--- src/hdl/lsu_pkg.sv ---
package lsu_pkg;

    // data or address word of the rv32 pipeline
    typedef logic [31:0] word_t;

    // memory operation from the execute stage
    typedef enum logic [3:0] {
        NONE = 4'd0,
        LB   = 4'd1,
        LBU  = 4'd2,
        LH   = 4'd3,
        LHU  = 4'd4,
        LW   = 4'd5,
        SB   = 4'd6,
        SH   = 4'd7,
        SW   = 4'd8,
        LR_W = 4'd9,
        SC_W = 4'd10,
        AMO  = 4'd11
    } mem_op_e;

    // funct5 group of the amo instructions, flattened
    typedef enum logic [3:0] {
        SWAP = 4'd0,
        ADD  = 4'd1,
        XOR  = 4'd2,
        AND  = 4'd3,
        OR   = 4'd4,
        MIN  = 4'd5,
        MAX  = 4'd6,
        MINU = 4'd7,
        MAXU = 4'd8
    } amo_op_e;

    // stage request, held by the pipeline while stalled
    typedef struct packed {
        mem_op_e mem_op;
        amo_op_e amo_op;
        // alu result
        word_t   addr;
        // rs2
        word_t   wdata;
    } lsu_req_t;

    // atomic sequencer states
    typedef enum logic [1:0] {
        IDLE  = 2'd0,
        LOAD  = 2'd1,
        CALC  = 2'd2,
        STORE = 2'd3
    } amo_state_e;

    // sc.w return codes written to rd
    localparam word_t SC_FAIL_CODE = 32'd1;
    localparam word_t SC_OK_CODE   = 32'd0;

endpackage

--- src/hdl/dcache_pkg.sv ---
package dcache_pkg;

    // one bit per byte lane
    typedef logic [3:0] byte_mask_t;
    // one-hot access size, bit0 byte, bit1 half, bit2 word
    typedef logic [3:0] size_t;

    // unshifted lane masks
    localparam byte_mask_t MASK_B = 4'b0001;
    localparam byte_mask_t MASK_H = 4'b0011;
    localparam byte_mask_t MASK_W = 4'b1111;

    // size codes
    localparam size_t SIZE_B = 4'b0001;
    localparam size_t SIZE_H = 4'b0010;
    localparam size_t SIZE_W = 4'b0100;

    // request toward the data cache, valid held until ready
    typedef struct packed {
        logic          valid;
        logic          write;
        lsu_pkg::word_t addr;
        byte_mask_t    mask;
        size_t         size;
        lsu_pkg::word_t wdata;
    } dcache_req_t;

    // answer from the data cache
    typedef struct packed {
        logic           ready;
        lsu_pkg::word_t rdata;
    } dcache_resp_t;

endpackage

--- src/hdl/amo_alu.sv ---
`timescale 1ns/1ps

module amo_alu (
    input  lsu_pkg::amo_op_e op_i,
    input  lsu_pkg::word_t   old_i,
    input  lsu_pkg::word_t   src_i,
    output lsu_pkg::word_t   new_o
);

    logic old_lt_s;
    logic old_lt_u;

    // old value against rs2, both ways
    assign old_lt_s = $signed(old_i) < $signed(src_i);
    assign old_lt_u = old_i < src_i;

    always_comb begin
        case (op_i)
            lsu_pkg::SWAP: new_o = src_i;
            lsu_pkg::ADD:  new_o = old_i + src_i;
            lsu_pkg::XOR:  new_o = old_i ^ src_i;
            lsu_pkg::AND:  new_o = old_i & src_i;
            lsu_pkg::OR:   new_o = old_i | src_i;
            // min keeps the smaller, max the larger
            lsu_pkg::MIN:  new_o = old_lt_s ? old_i : src_i;
            lsu_pkg::MAX:  new_o = old_lt_s ? src_i : old_i;
            lsu_pkg::MINU: new_o = old_lt_u ? old_i : src_i;
            lsu_pkg::MAXU: new_o = old_lt_u ? src_i : old_i;
            // unknown codes behave like swap
            default:       new_o = src_i;
        endcase
    end

endmodule

--- src/hdl/lsu_access.sv ---
`timescale 1ns/1ps

module lsu_access (
    input  lsu_pkg::lsu_req_t        req_i,
    input  dcache_pkg::dcache_resp_t resp_i,
    output dcache_pkg::dcache_req_t  plain_req_o,
    output lsu_pkg::word_t           plain_data_o,
    output logic                     plain_store_o
);

    logic op_none;
    logic op_b;
    logic op_h;
    logic op_w;
    logic is_load;
    logic is_store;
    logic is_signed;
    dcache_pkg::size_t      size;
    dcache_pkg::byte_mask_t base_mask;
    dcache_pkg::byte_mask_t wmask;
    lsu_pkg::word_t         rdata;
    lsu_pkg::word_t         rdata_ext;

    // plain op decode, atomics are left to lsu_amo
    assign op_none = (req_i.mem_op == lsu_pkg::NONE);
    assign op_b = (req_i.mem_op == lsu_pkg::LB) | (req_i.mem_op == lsu_pkg::LBU) |
                  (req_i.mem_op == lsu_pkg::SB);
    assign op_h = (req_i.mem_op == lsu_pkg::LH) | (req_i.mem_op == lsu_pkg::LHU) |
                  (req_i.mem_op == lsu_pkg::SH);
    assign op_w = (req_i.mem_op == lsu_pkg::LW) | (req_i.mem_op == lsu_pkg::SW);

    assign is_store = (req_i.mem_op == lsu_pkg::SB) | (req_i.mem_op == lsu_pkg::SH) |
                      (req_i.mem_op == lsu_pkg::SW);
    assign is_load = (op_b | op_h | op_w) & ~is_store;
    // sign extension for lb and lh
    assign is_signed = (req_i.mem_op == lsu_pkg::LB) | (req_i.mem_op == lsu_pkg::LH);

    // one-hot size from the width flags
    assign size = ({4{op_b}} & dcache_pkg::SIZE_B) |
                  ({4{op_h}} & dcache_pkg::SIZE_H) |
                  ({4{op_w}} & dcache_pkg::SIZE_W);

    assign base_mask = ({4{size[0]}} & dcache_pkg::MASK_B) |
                       ({4{size[1]}} & dcache_pkg::MASK_H) |
                       ({4{size[2]}} & dcache_pkg::MASK_W);
    // stores move the mask into the addressed lanes
    assign wmask = base_mask << req_i.addr[1:0];

    // level request, dropped in the ready cycle
    assign plain_req_o.valid = (is_load | is_store) & ~resp_i.ready;
    assign plain_req_o.write = is_store & plain_req_o.valid;
    assign plain_req_o.addr  = req_i.addr;
    assign plain_req_o.mask  = is_store ? wmask : base_mask;
    assign plain_req_o.size  = size;
    // store data into its byte lane
    assign plain_req_o.wdata = req_i.wdata << {req_i.addr[1:0], 3'b000};

    // read data arrives right-aligned, only sampled with ready
    assign rdata = resp_i.ready ? resp_i.rdata : '0;

    always_comb begin
        if (size[0]) begin
            rdata_ext = is_signed ? {{24{rdata[7]}}, rdata[7:0]} : {24'b0, rdata[7:0]};
        end else if (size[1]) begin
            rdata_ext = is_signed ? {{16{rdata[15]}}, rdata[15:0]} : {16'b0, rdata[15:0]};
        end else begin
            rdata_ext = rdata;
        end
    end

    // non-memory ops hand the alu result on
    assign plain_data_o = is_load ? rdata_ext : (op_none ? req_i.addr : '0);

    // tells the atomic path to drop its reservation
    assign plain_store_o = is_store;

endmodule

--- src/hdl/lsu_amo.sv ---
`timescale 1ns/1ps

module lsu_amo (
    input  logic                     clk,
    input  logic                     rst,
    input  lsu_pkg::lsu_req_t        req_i,
    input  dcache_pkg::dcache_resp_t resp_i,
    input  logic                     plain_store_i,
    output dcache_pkg::dcache_req_t  amo_req_o,
    output lsu_pkg::word_t           amo_result_o,
    output logic                     amo_busy_o,
    output logic                     amo_done_o
);

    lsu_pkg::amo_state_e state_q;
    logic           done_q;
    logic           resv_valid_q;
    lsu_pkg::word_t resv_addr_q;
    lsu_pkg::word_t loaded_q;
    lsu_pkg::word_t calc_q;
    lsu_pkg::word_t result_q;
    lsu_pkg::word_t alu_new;
    logic is_lr;
    logic is_sc;
    logic is_amo;
    logic is_atomic;
    logic start;
    logic sc_ok;

    assign is_lr     = (req_i.mem_op == lsu_pkg::LR_W);
    assign is_sc     = (req_i.mem_op == lsu_pkg::SC_W);
    assign is_amo    = (req_i.mem_op == lsu_pkg::AMO);
    assign is_atomic = is_lr | is_sc | is_amo;

    // new request only in idle and not in the done cycle
    assign start = (state_q == lsu_pkg::IDLE) & is_atomic & ~done_q;

    // sc needs a live reservation on the same word
    assign sc_ok = resv_valid_q & (resv_addr_q == req_i.addr);

    amo_alu i_amo_alu (
        .op_i  (req_i.amo_op),
        .old_i (loaded_q),
        .src_i (req_i.wdata),
        .new_o (alu_new)
    );

    // sequencer and reservation flag
    always_ff @(posedge clk or posedge rst) begin
        if (rst) begin
            state_q      <= lsu_pkg::IDLE;
            done_q       <= 1'b0;
            resv_valid_q <= 1'b0;
        end else begin
            done_q <= 1'b0;
            case (state_q)
                lsu_pkg::IDLE: begin
                    if (start && (is_lr || is_amo)) begin
                        state_q      <= lsu_pkg::LOAD;
                        resv_valid_q <= 1'b1;
                    end else if (start && sc_ok) begin
                        state_q <= lsu_pkg::STORE;
                    end else if (start) begin
                        // failed sc, no cache access at all
                        done_q       <= 1'b1;
                        resv_valid_q <= 1'b0;
                    end
                end
                lsu_pkg::LOAD: begin
                    if (resp_i.ready) begin
                        if (is_lr) begin
                            state_q <= lsu_pkg::IDLE;
                            done_q  <= 1'b1;
                        end else begin
                            state_q <= lsu_pkg::CALC;
                        end
                    end
                end
                // single cycle for the alu result
                lsu_pkg::CALC: begin
                    state_q <= lsu_pkg::STORE;
                end
                lsu_pkg::STORE: begin
                    if (resp_i.ready) begin
                        state_q      <= lsu_pkg::IDLE;
                        done_q       <= 1'b1;
                        resv_valid_q <= 1'b0;
                    end
                end
                default: begin
                    state_q <= lsu_pkg::IDLE;
                end
            endcase
            // any plain store kills the reservation
            if (plain_store_i) begin
                resv_valid_q <= 1'b0;
            end
        end
    end

    // data side
    always_ff @(posedge clk) begin
        if (start && (is_lr || is_amo)) begin
            resv_addr_q <= req_i.addr;
        end
        if (start && is_sc && !sc_ok) begin
            result_q <= lsu_pkg::SC_FAIL_CODE;
        end
        // lr and amo both return the old word
        if (state_q == lsu_pkg::LOAD && resp_i.ready) begin
            loaded_q <= resp_i.rdata;
            result_q <= resp_i.rdata;
        end
        if (state_q == lsu_pkg::CALC) begin
            calc_q <= alu_new;
        end
        if (state_q == lsu_pkg::STORE && resp_i.ready && is_sc) begin
            result_q <= lsu_pkg::SC_OK_CODE;
        end
    end

    // word accesses only, addresses taken as aligned
    assign amo_req_o.valid = ((state_q == lsu_pkg::LOAD) | (state_q == lsu_pkg::STORE)) &
                             ~resp_i.ready;
    assign amo_req_o.write = (state_q == lsu_pkg::STORE);
    assign amo_req_o.addr  = req_i.addr;
    assign amo_req_o.mask  = dcache_pkg::MASK_W;
    assign amo_req_o.size  = dcache_pkg::SIZE_W;
    // sc stores rs2, amo stores the computed word
    assign amo_req_o.wdata = is_sc ? req_i.wdata : calc_q;

    assign amo_result_o = result_q;
    assign amo_done_o   = done_q;
    // low again in the done cycle so the pipeline moves on
    assign amo_busy_o   = (state_q != lsu_pkg::IDLE) | start;

endmodule

--- src/hdl/lsu_port_arbiter.sv ---
`timescale 1ns/1ps

module lsu_port_arbiter (
    input  dcache_pkg::dcache_req_t plain_req_i,
    input  dcache_pkg::dcache_req_t amo_req_i,
    input  lsu_pkg::word_t          plain_data_i,
    input  lsu_pkg::word_t          amo_result_i,
    input  logic                    amo_busy_i,
    input  logic                    amo_done_i,
    output dcache_pkg::dcache_req_t dcache_req_o,
    output lsu_pkg::word_t          result_o,
    output logic                    stall_o
);

    // both paths never request together, atomic wins anyway
    always_comb begin
        if (amo_req_i.valid) begin
            dcache_req_o = amo_req_i;
        end else begin
            dcache_req_o = plain_req_i;
        end
    end

    // atomic result only for its done pulse
    assign result_o = amo_done_i ? amo_result_i : plain_data_i;

    // plain valid ends with ready, busy ends with done
    assign stall_o = plain_req_i.valid | amo_busy_i;

endmodule

--- src/hdl/lsu_top.sv ---
`timescale 1ns/1ps

module lsu_top (
    input  logic                     clk,
    input  logic                     rst,
    input  lsu_pkg::lsu_req_t        req_i,
    input  dcache_pkg::dcache_resp_t dcache_resp_i,
    output dcache_pkg::dcache_req_t  dcache_req_o,
    output lsu_pkg::word_t           result_o,
    output logic                     stall_o
);

    dcache_pkg::dcache_req_t plain_req;
    dcache_pkg::dcache_req_t amo_req;
    lsu_pkg::word_t          plain_data;
    lsu_pkg::word_t          amo_result;
    logic                    plain_store;
    logic                    amo_busy;
    logic                    amo_done;

    // byte, half and word loads and stores
    lsu_access i_lsu_access (
        .req_i         (req_i),
        .resp_i        (dcache_resp_i),
        .plain_req_o   (plain_req),
        .plain_data_o  (plain_data),
        .plain_store_o (plain_store)
    );

    // lr, sc and amo sequencer
    lsu_amo i_lsu_amo (
        .clk           (clk),
        .rst           (rst),
        .req_i         (req_i),
        .resp_i        (dcache_resp_i),
        .plain_store_i (plain_store),
        .amo_req_o     (amo_req),
        .amo_result_o  (amo_result),
        .amo_busy_o    (amo_busy),
        .amo_done_o    (amo_done)
    );

    // shared cache port, result mux and stall
    lsu_port_arbiter i_lsu_port_arbiter (
        .plain_req_i  (plain_req),
        .amo_req_i    (amo_req),
        .plain_data_i (plain_data),
        .amo_result_i (amo_result),
        .amo_busy_i   (amo_busy),
        .amo_done_i   (amo_done),
        .dcache_req_o (dcache_req_o),
        .result_o     (result_o),
        .stall_o      (stall_o)
    );

endmodule

--- config.mk ---
export PLATFORM = sky130hd
export DESIGN_NAME = lsu_top
export DESIGN_NICKNAME = d
export VERILOG_FILES = /design/src/hdl/lsu_pkg.sv /design/src/hdl/dcache_pkg.sv /design/src/hdl/amo_alu.sv /design/src/hdl/lsu_access.sv /design/src/hdl/lsu_amo.sv /design/src/hdl/lsu_port_arbiter.sv /design/src/hdl/lsu_top.sv
export SDC_FILE = /design/constraint.sdc
export NUM_CORES = 1
export LEC_CHECK = 0
export BUFFER_PORTS_ARGS = -buffer_cell sky130_fd_sc_hd__buf_2
export CORE_MARGIN = 8
export CORE_UTILIZATION = 45
export CTS_CLUSTER_DIAMETER = 50
export DETAILED_ROUTE_END_ITERATION = 8
export HOLD_SLACK_MARGIN = 0.02
export PLACE_DENSITY = 0.66
export SYNTH_ARGS = -nofsm -noshare
export SYNTH_HDL_FRONTEND = slang
export SYNTH_HIERARCHICAL = 1
export SYNTH_SLANG_ARGS = --single-unit
--- constraint.sdc ---
create_clock -name clk -period 4.8 [get_ports clk]
set_clock_uncertainty 0.2 [all_clocks]
set_input_delay 0 -clock clk [delete_from_list [all_inputs] [get_ports clk]]
set_output_delay 0 -clock clk [all_outputs]
set_load 0.05 [all_outputs]
* Word level (Yosys, flattened, before mapping)
Cells that the tools add are included.
Word-level totals: bits in registers 132, bits in latches 0, RAM bits 0, memory bits (read-only) 0, input port bits 107, output and inout port bits 107, word-level logic and storage cells 127, memories kept 0
Operators by class: add/subtract/negate cells 1, multipliers 0, divide/modulo/power cells 0, order comparisons 2, eq/ne operators 29, shift operators 2, multiplexer cells 37, bitwise logic cells 33, reduce and logical (&&, ||, !) cells 16
Operators with widths (number):
- $mux 32 | 15
- $pmux 32 s8 | 1
- $mux 74 | 1
- $lt 32x32->1 | 2
- $add 32x32->32 | 1
- $and 32x32->32 | 1
- $eq 32x32->1 | 1
- $eq 4x3->1 const B | 8
- $or 32x32->32 | 1
- $shl 32x5->32 | 1
- $xor 32x32->32 | 1
- $eq 4x4->1 const B | 5
- $eq 4x2->1 const B | 4
- $or 1x1->1 | 16
- $mux 1 | 11
- $mux 2 | 5
- $eq 4x1->1 const B | 2
- $pmux 2 s4 | 1
- $and 1x1->1 | 7
- $logic_and 1x1->1 | 7
- $ne 3x3->1 const B | 2
- $eq 2x2->1 const B | 2
- $logic_not 4->1 | 1
- $mux 4 | 1
- other kinds (18) | 23

* Longest topological paths before layout
word-level depth 10, depth in mapped cells 15, gate-level depth less buffers 12

* Modules after synthesis
Netlist, hierarchy kept.
By module, submodules not included:
- lsu_amo | times used 1, cells each 406, area each 5293.8 um^2
- amo_alu | times used 1, cells each 618, area each 4302.9 um^2
- lsu_access | times used 1, cells each 252, area each 1725.4 um^2
- lsu_port_arbiter | times used 1, cells each 119, area each 1539.0 um^2

* Worst setup path before layout
OpenSTA, ideal clock, no wires.
path type flip-flop to flip-flop, start point reg i_lsu_amo.state_q[1], end point reg i_lsu_amo.resv_valid_q, data arrival time 4.401 ns, data required time 4.480 ns, path slack 0.078 ns, stages on the path, launching flop included 5, path buffers 0, clock period less this slack 4.722 ns, path through dfrtp_1 nor4_1 nand2b_1 a2111o_1 a21oi_1
Between the ends: cells in the longest elaborated chain, start to end 7
RTL lines:
- start: declaration | line lsu_amo.sv:15 | lsu_pkg::amo_state_e state_q;
- start signal: assignment | line lsu_amo.sv:51 | state_q <= lsu_pkg::IDLE;
- start signal: assignment | line lsu_amo.sv:59 | state_q <= lsu_pkg::LOAD;
- start signal: assignment | line lsu_amo.sv:62 | state_q <= lsu_pkg::STORE;
- $logic_not 2->1 | line lsu_amo.sv:36, lsu_amo.sv:56
- $and 1x1->1 (2 in a row) | line lsu_amo.sv:36 | assign start = (state_q == lsu_pkg::IDLE) & is_atomic & ~done_q;
- $logic_and 1x1->1 | line lsu_amo.sv:58 | if (start && (is_lr || is_amo)) begin
- $mux 1 | line lsu_amo.sv:58
- $pmux 1 s2 | line lsu_amo.sv:56 | case (state_q)
- $mux 1 | line lsu_amo.sv:95 | if (plain_store_i) begin
- end signal: assignment | line lsu_amo.sv:60 | resv_valid_q <= 1'b1;
- end signal: assignment | line lsu_amo.sv:66 | resv_valid_q <= 1'b0;
- end signal: assignment | line lsu_amo.sv:96 | resv_valid_q <= 1'b0;
- end: declaration | line lsu_amo.sv:17 | logic resv_valid_q;
Parallel ways exist; a longest one is shown, timed or not. A chain may end at the register's enable or synchronous reset.

* Final worst setup path
start point reg i_lsu_amo.loaded_q[30], end point reg i_lsu_amo.calc_q[12], data pin
Between the ends: cells in the longest elaborated chain, start to end 3
RTL lines:
- start: declaration | line lsu_amo.sv:19 | lsu_pkg::word_t loaded_q;
- start signal: assignment | line lsu_amo.sv:111 | loaded_q <= resp_i.rdata;
- $lt 32x32->1, on equally long branches | line amo_alu.sv:15, amo_alu.sv:14
- $mux 32, on equally long branches
- $pmux 32 s8 * | line amo_alu.sv:18 | case (op_i)
- via i_lsu_amo.alu_new[12] | line lsu_amo.sv:22 | lsu_pkg::word_t alu_new;
- end signal: assignment | line lsu_amo.sv:115 | calc_q <= alu_new;
- end: declaration | line lsu_amo.sv:20 | lsu_pkg::word_t calc_q;
The timed path passes the listed nets; every way through them passes the cells marked *.

==> results by group <==
Route
  • Routed via count: 11470
  • Number of iterations in the first detailed-routing pass: 6
  • Iteration-0 DRC count of the detailed router: 1189
  • Via/cell ratio: 5.767
  • Post-route ant nets: 0
  • Wirelength per Cell: 21.65 um
  • Number of remaining DRC errors: 0
  • Detailed Route WL: 43060 um

Clocking
  • Post CTS Setup Buffer Count: 0
  • Total CTS buffers: 17
  • Buffer levels on the longest clock path: 2
  • Cell at the root of the clock tree: sky130_fd_sc_hd__clkbuf_16
  • H-tree level count: 4
  • Source-to-sink clock delay at the later pin of the worst-skew pair: 0.43 ns
  • Cts hold-fix bufs: 101
  • Clock transition at the registers of the reported paths: 0.07 ns
  • Post-cts sizing count: 0
  • TritonCTS clock tree: built
  • # clock sinks: 132

Cells and area
  • Total Nets Final: 1794
  • Post-route design area: 15130 um2
  • Commonest cells after routing, fill and taps aside: sky130_fd_sc_hd__buf_2, sky130_fd_sc_hd__nand2_1, sky130_fd_sc_hd__dlygate4sd3_1, sky130_fd_sc_hd__edfxtp_1, sky130_fd_sc_hd__ha_1
  • Filler instances: 2615
  • Share of layout cells above drive strength 1: 25.70%
  • Most common cell after layout, fill and taps aside: sky130_fd_sc_hd__buf_2
  • Final Core Density: 53.29%
  • Area delta synth->final: 17.64%

Min path
  • Min-delay worst type: in -> reg

Outcome
  • Run status: finished clean

STA
  • Worst Max-Slew Pin Slew: 1.068 ns
  • Post-route worst hold slack: 0.04695 ns
  • Final count of pins violating max slew: 0
  • Slew HR: 28.82%
  • Share of the clock period used by the worst path: 89.44%
  • Final Hold Viols: 0
  • Fmax: 232.9 MHz
  • Unrepaired setup endpoints after global routing: false
  • Final period demand of the worst path: 4.293 ns
  • Accumulated negative setup slack: 0 ns
  • # setup viols final: 0

Power and ir drop
  • Design Power: 6205 uW
  • Cell Pwr Density: 410.2 nW/um2
  • Cell leakage power: 0.006817 uW
  • Worst VDD drop: 0.2803 mV

Floorplanning
  • Overall die height: 185.1 um
  • Number of core rows: 62
  • Boundary pin count: 214
  • Die outline area: 34250 um2
  • Die X-Extent: 185.1 um
  • CORE AREA: 28390 um2
  • Initial Util: 45.30%

Job
  • Total of max-cap violations: 0

Global route
  • Total Routing Usage GR: 24.78%
  • Number of global-route vias before repair: 11490
  • Number of antenna violations at the first check in global routing: 0
  • GRT Residual Overflow: 0
  • Maximum number of pins on one net before global-route repair: 53
  • Global-route wire length before repair: 66270 um

Synthesis
  • Number of warning messages in the yosys log: 6
  • Total of flip-flops plus latches after synthesis: 132
  • Sequential area share after synthesis: 28.17%
  • Share of synthesized flip-flops with an asynchronous set or reset: 3.030%
  • Mean instance size in the synthesized netlist: 9.219 um2
  • Distinct cell type count after synthesis: 91
  • Prevailing post-synth register cell: sky130_fd_sc_hd__edfxtp_1
  • EDFF count, synth: 96
  • Post-synthesis instance area: 12860 um2
  • Synthesized instance count: 1395

Setup path
  • Worst Setup Start Kind: register
  • Endpoint arrival time on the critical path: 4.27 ns
  • Biggest fanout along the worst timing path: 11
  • Required time of the critical path: 4.77 ns
  • CP Class: reg -> reg
  • Category of the worst setup path capture point: register

Placed design
  • Placed inst area: 13530 um2
  • Count of port buffers added during placement: 212
  • Post-DP HPWL: 30850 um
  • Final GP Congestion: 0.9374
[cell usage after synthesis (18+ instances only)]
cell type | n | share of area, %
sky130_fd_sc_hd__nand2_1 | 163 | 4.8
sky130_fd_sc_hd__edfxtp_1 | 96 | 22
sky130_fd_sc_hd__ha_1 | 96 | 9.3
sky130_fd_sc_hd__a21oi_1 | 87 | 3.4
sky130_fd_sc_hd__inv_1 | 87 | 2.5
sky130_fd_sc_hd__buf_4 | 77 | 4.5
sky130_fd_sc_hd__mux2_4 | 59 | 6.9
sky130_fd_sc_hd__o21ai_0 | 56 | 2.2
sky130_fd_sc_hd__nor2_1 | 51 | 1.5
sky130_fd_sc_hd__clkbuf_1 | 45 | 1.3
sky130_fd_sc_hd__a22o_1 | 38 | 2.6
sky130_fd_sc_hd__mux2_2 | 38 | 3.3
sky130_fd_sc_hd__dfxtp_1 | 32 | 5.0
sky130_fd_sc_hd__xnor2_1 | 30 | 2.0
sky130_fd_sc_hd__buf_6 | 23 | 2.0
sky130_fd_sc_hd__nor2b_1 | 21 | 1.0
sky130_fd_sc_hd__and3_1 | 20 | 0.97
sky130_fd_sc_hd__buf_2 | 19 | 0.74
sky130_fd_sc_hd__a21o_1 | 18 | 1.1
sky130_fd_sc_hd__a221oi_1 | 18 | 1.2
sky130_fd_sc_hd__a22oi_1 | 18 | 1.1
sky130_fd_sc_hd__xor2_1 | 18 | 1.2
[state kept, by name (all words and copies together) (netlist names)]
register / flops
i_lsu_amo/loaded_q: 32
i_lsu_amo/resv_addr_q: 32
i_lsu_amo/resv_valid_q: 1
i_lsu_amo/amo_done_o: 1
i_lsu_amo/calc_q: 32
i_lsu_amo/amo_result_o: 32
i_lsu_amo/state_q: 2
[path summary, 6_finish.rpt]
check                                      startpoint                          to  slack, ns  depth (start not counted)
max                            i_lsu_amo/loaded_q[30]        i_lsu_amo/calc_q[12]       0.51                         13
min                                         req_i[71]      i_lsu_amo/resv_valid_q       0.05                          4
max reg2reg                    i_lsu_amo/loaded_q[30]        i_lsu_amo/calc_q[12]       0.51                         13
min reg2reg                i_lsu_amo/amo_result_o[20]  i_lsu_amo/amo_result_o[20]       0.27                          1
max in group asynchronous                         rst        i_lsu_amo/state_q[1]       3.85                          4
min in group asynchronous                         rst      i_lsu_amo/resv_valid_q       0.38                          4
[cell type report]
class | instances | area [um2] | area share, %
well taps | 384 | 480.5 | 3.176
diodes | 2 | 5.005 | 0.03308
clock buffers | 18 | 439.2 | 2.903
inverters | 89 | 334.1 | 2.208
multi-input cells | 1013 | 7853 | 51.90
repair buffers | 337 | 2252 | 14.89
flip-flops and latches | 132 | 3623 | 23.95
clock inverters | 14 | 142.6 | 0.9428
[kinds of logic after synthesis]
logic type | Yosys count | synth area share (%)
compound gates | 388 | 22.01
other cells | 3 | 0.08755
fa+ha+maj | 97 | 9.495
buf+inv | 256 | 11.25
simple gates | 346 | 13.12
mux | 125 | 12.60
xor+xnor | 48 | 3.269
flops | 132 | 28.17
[power by group]
| part | total [uW] | switching, uW | internal [uW] |
|---|---|---|---|
| sequential | 1760 | 195 | 1570 |
| clock | 1320 | 572 | 745 |
| combinational | 3130 | 2020 | 1100 |
[worst max-delay path: stages (launching register included)]
cell and delay (ns):
sky130_fd_sc_hd__edfxtp_1 0.42, sky130_fd_sc_hd__inv_1 0.07, sky130_fd_sc_hd__ha_1 0.39, sky130_fd_sc_hd__nor4_2 0.40
sky130_fd_sc_hd__nand2_1 0.14, sky130_fd_sc_hd__nor4b_2 0.39, sky130_fd_sc_hd__nand2_1 0.11, sky130_fd_sc_hd__a21o_1 0.21
sky130_fd_sc_hd__and2_4 0.22, sky130_fd_sc_hd__a211o_1 0.28, sky130_fd_sc_hd__a221oi_1 0.35, sky130_fd_sc_hd__o2111ai_1 0.16
sky130_fd_sc_hd__o211a_1 0.16, sky130_fd_sc_hd__dlygate4sd3_1 0.55
[per-stage QoR]
step	std cells	setup slack (ns)
floorplan	1401	0.07844
CTS	1987	0.5215
global placement	1854	0.7677
detailed placement	1854	0.6650
finish	1989	0.5070
global route	1987	0.1687
[routing by layer]
layer  global-route usage [%]  routed length (um)  vias up
met4                    8.323                 858        0
met2                    40.19               20080      547
met1                    32.99               18590     5492
met3                    4.217                3522       65
met5                        0                   0        -
li1                         -                   -     5367
(Power assumes the default switching activity.)
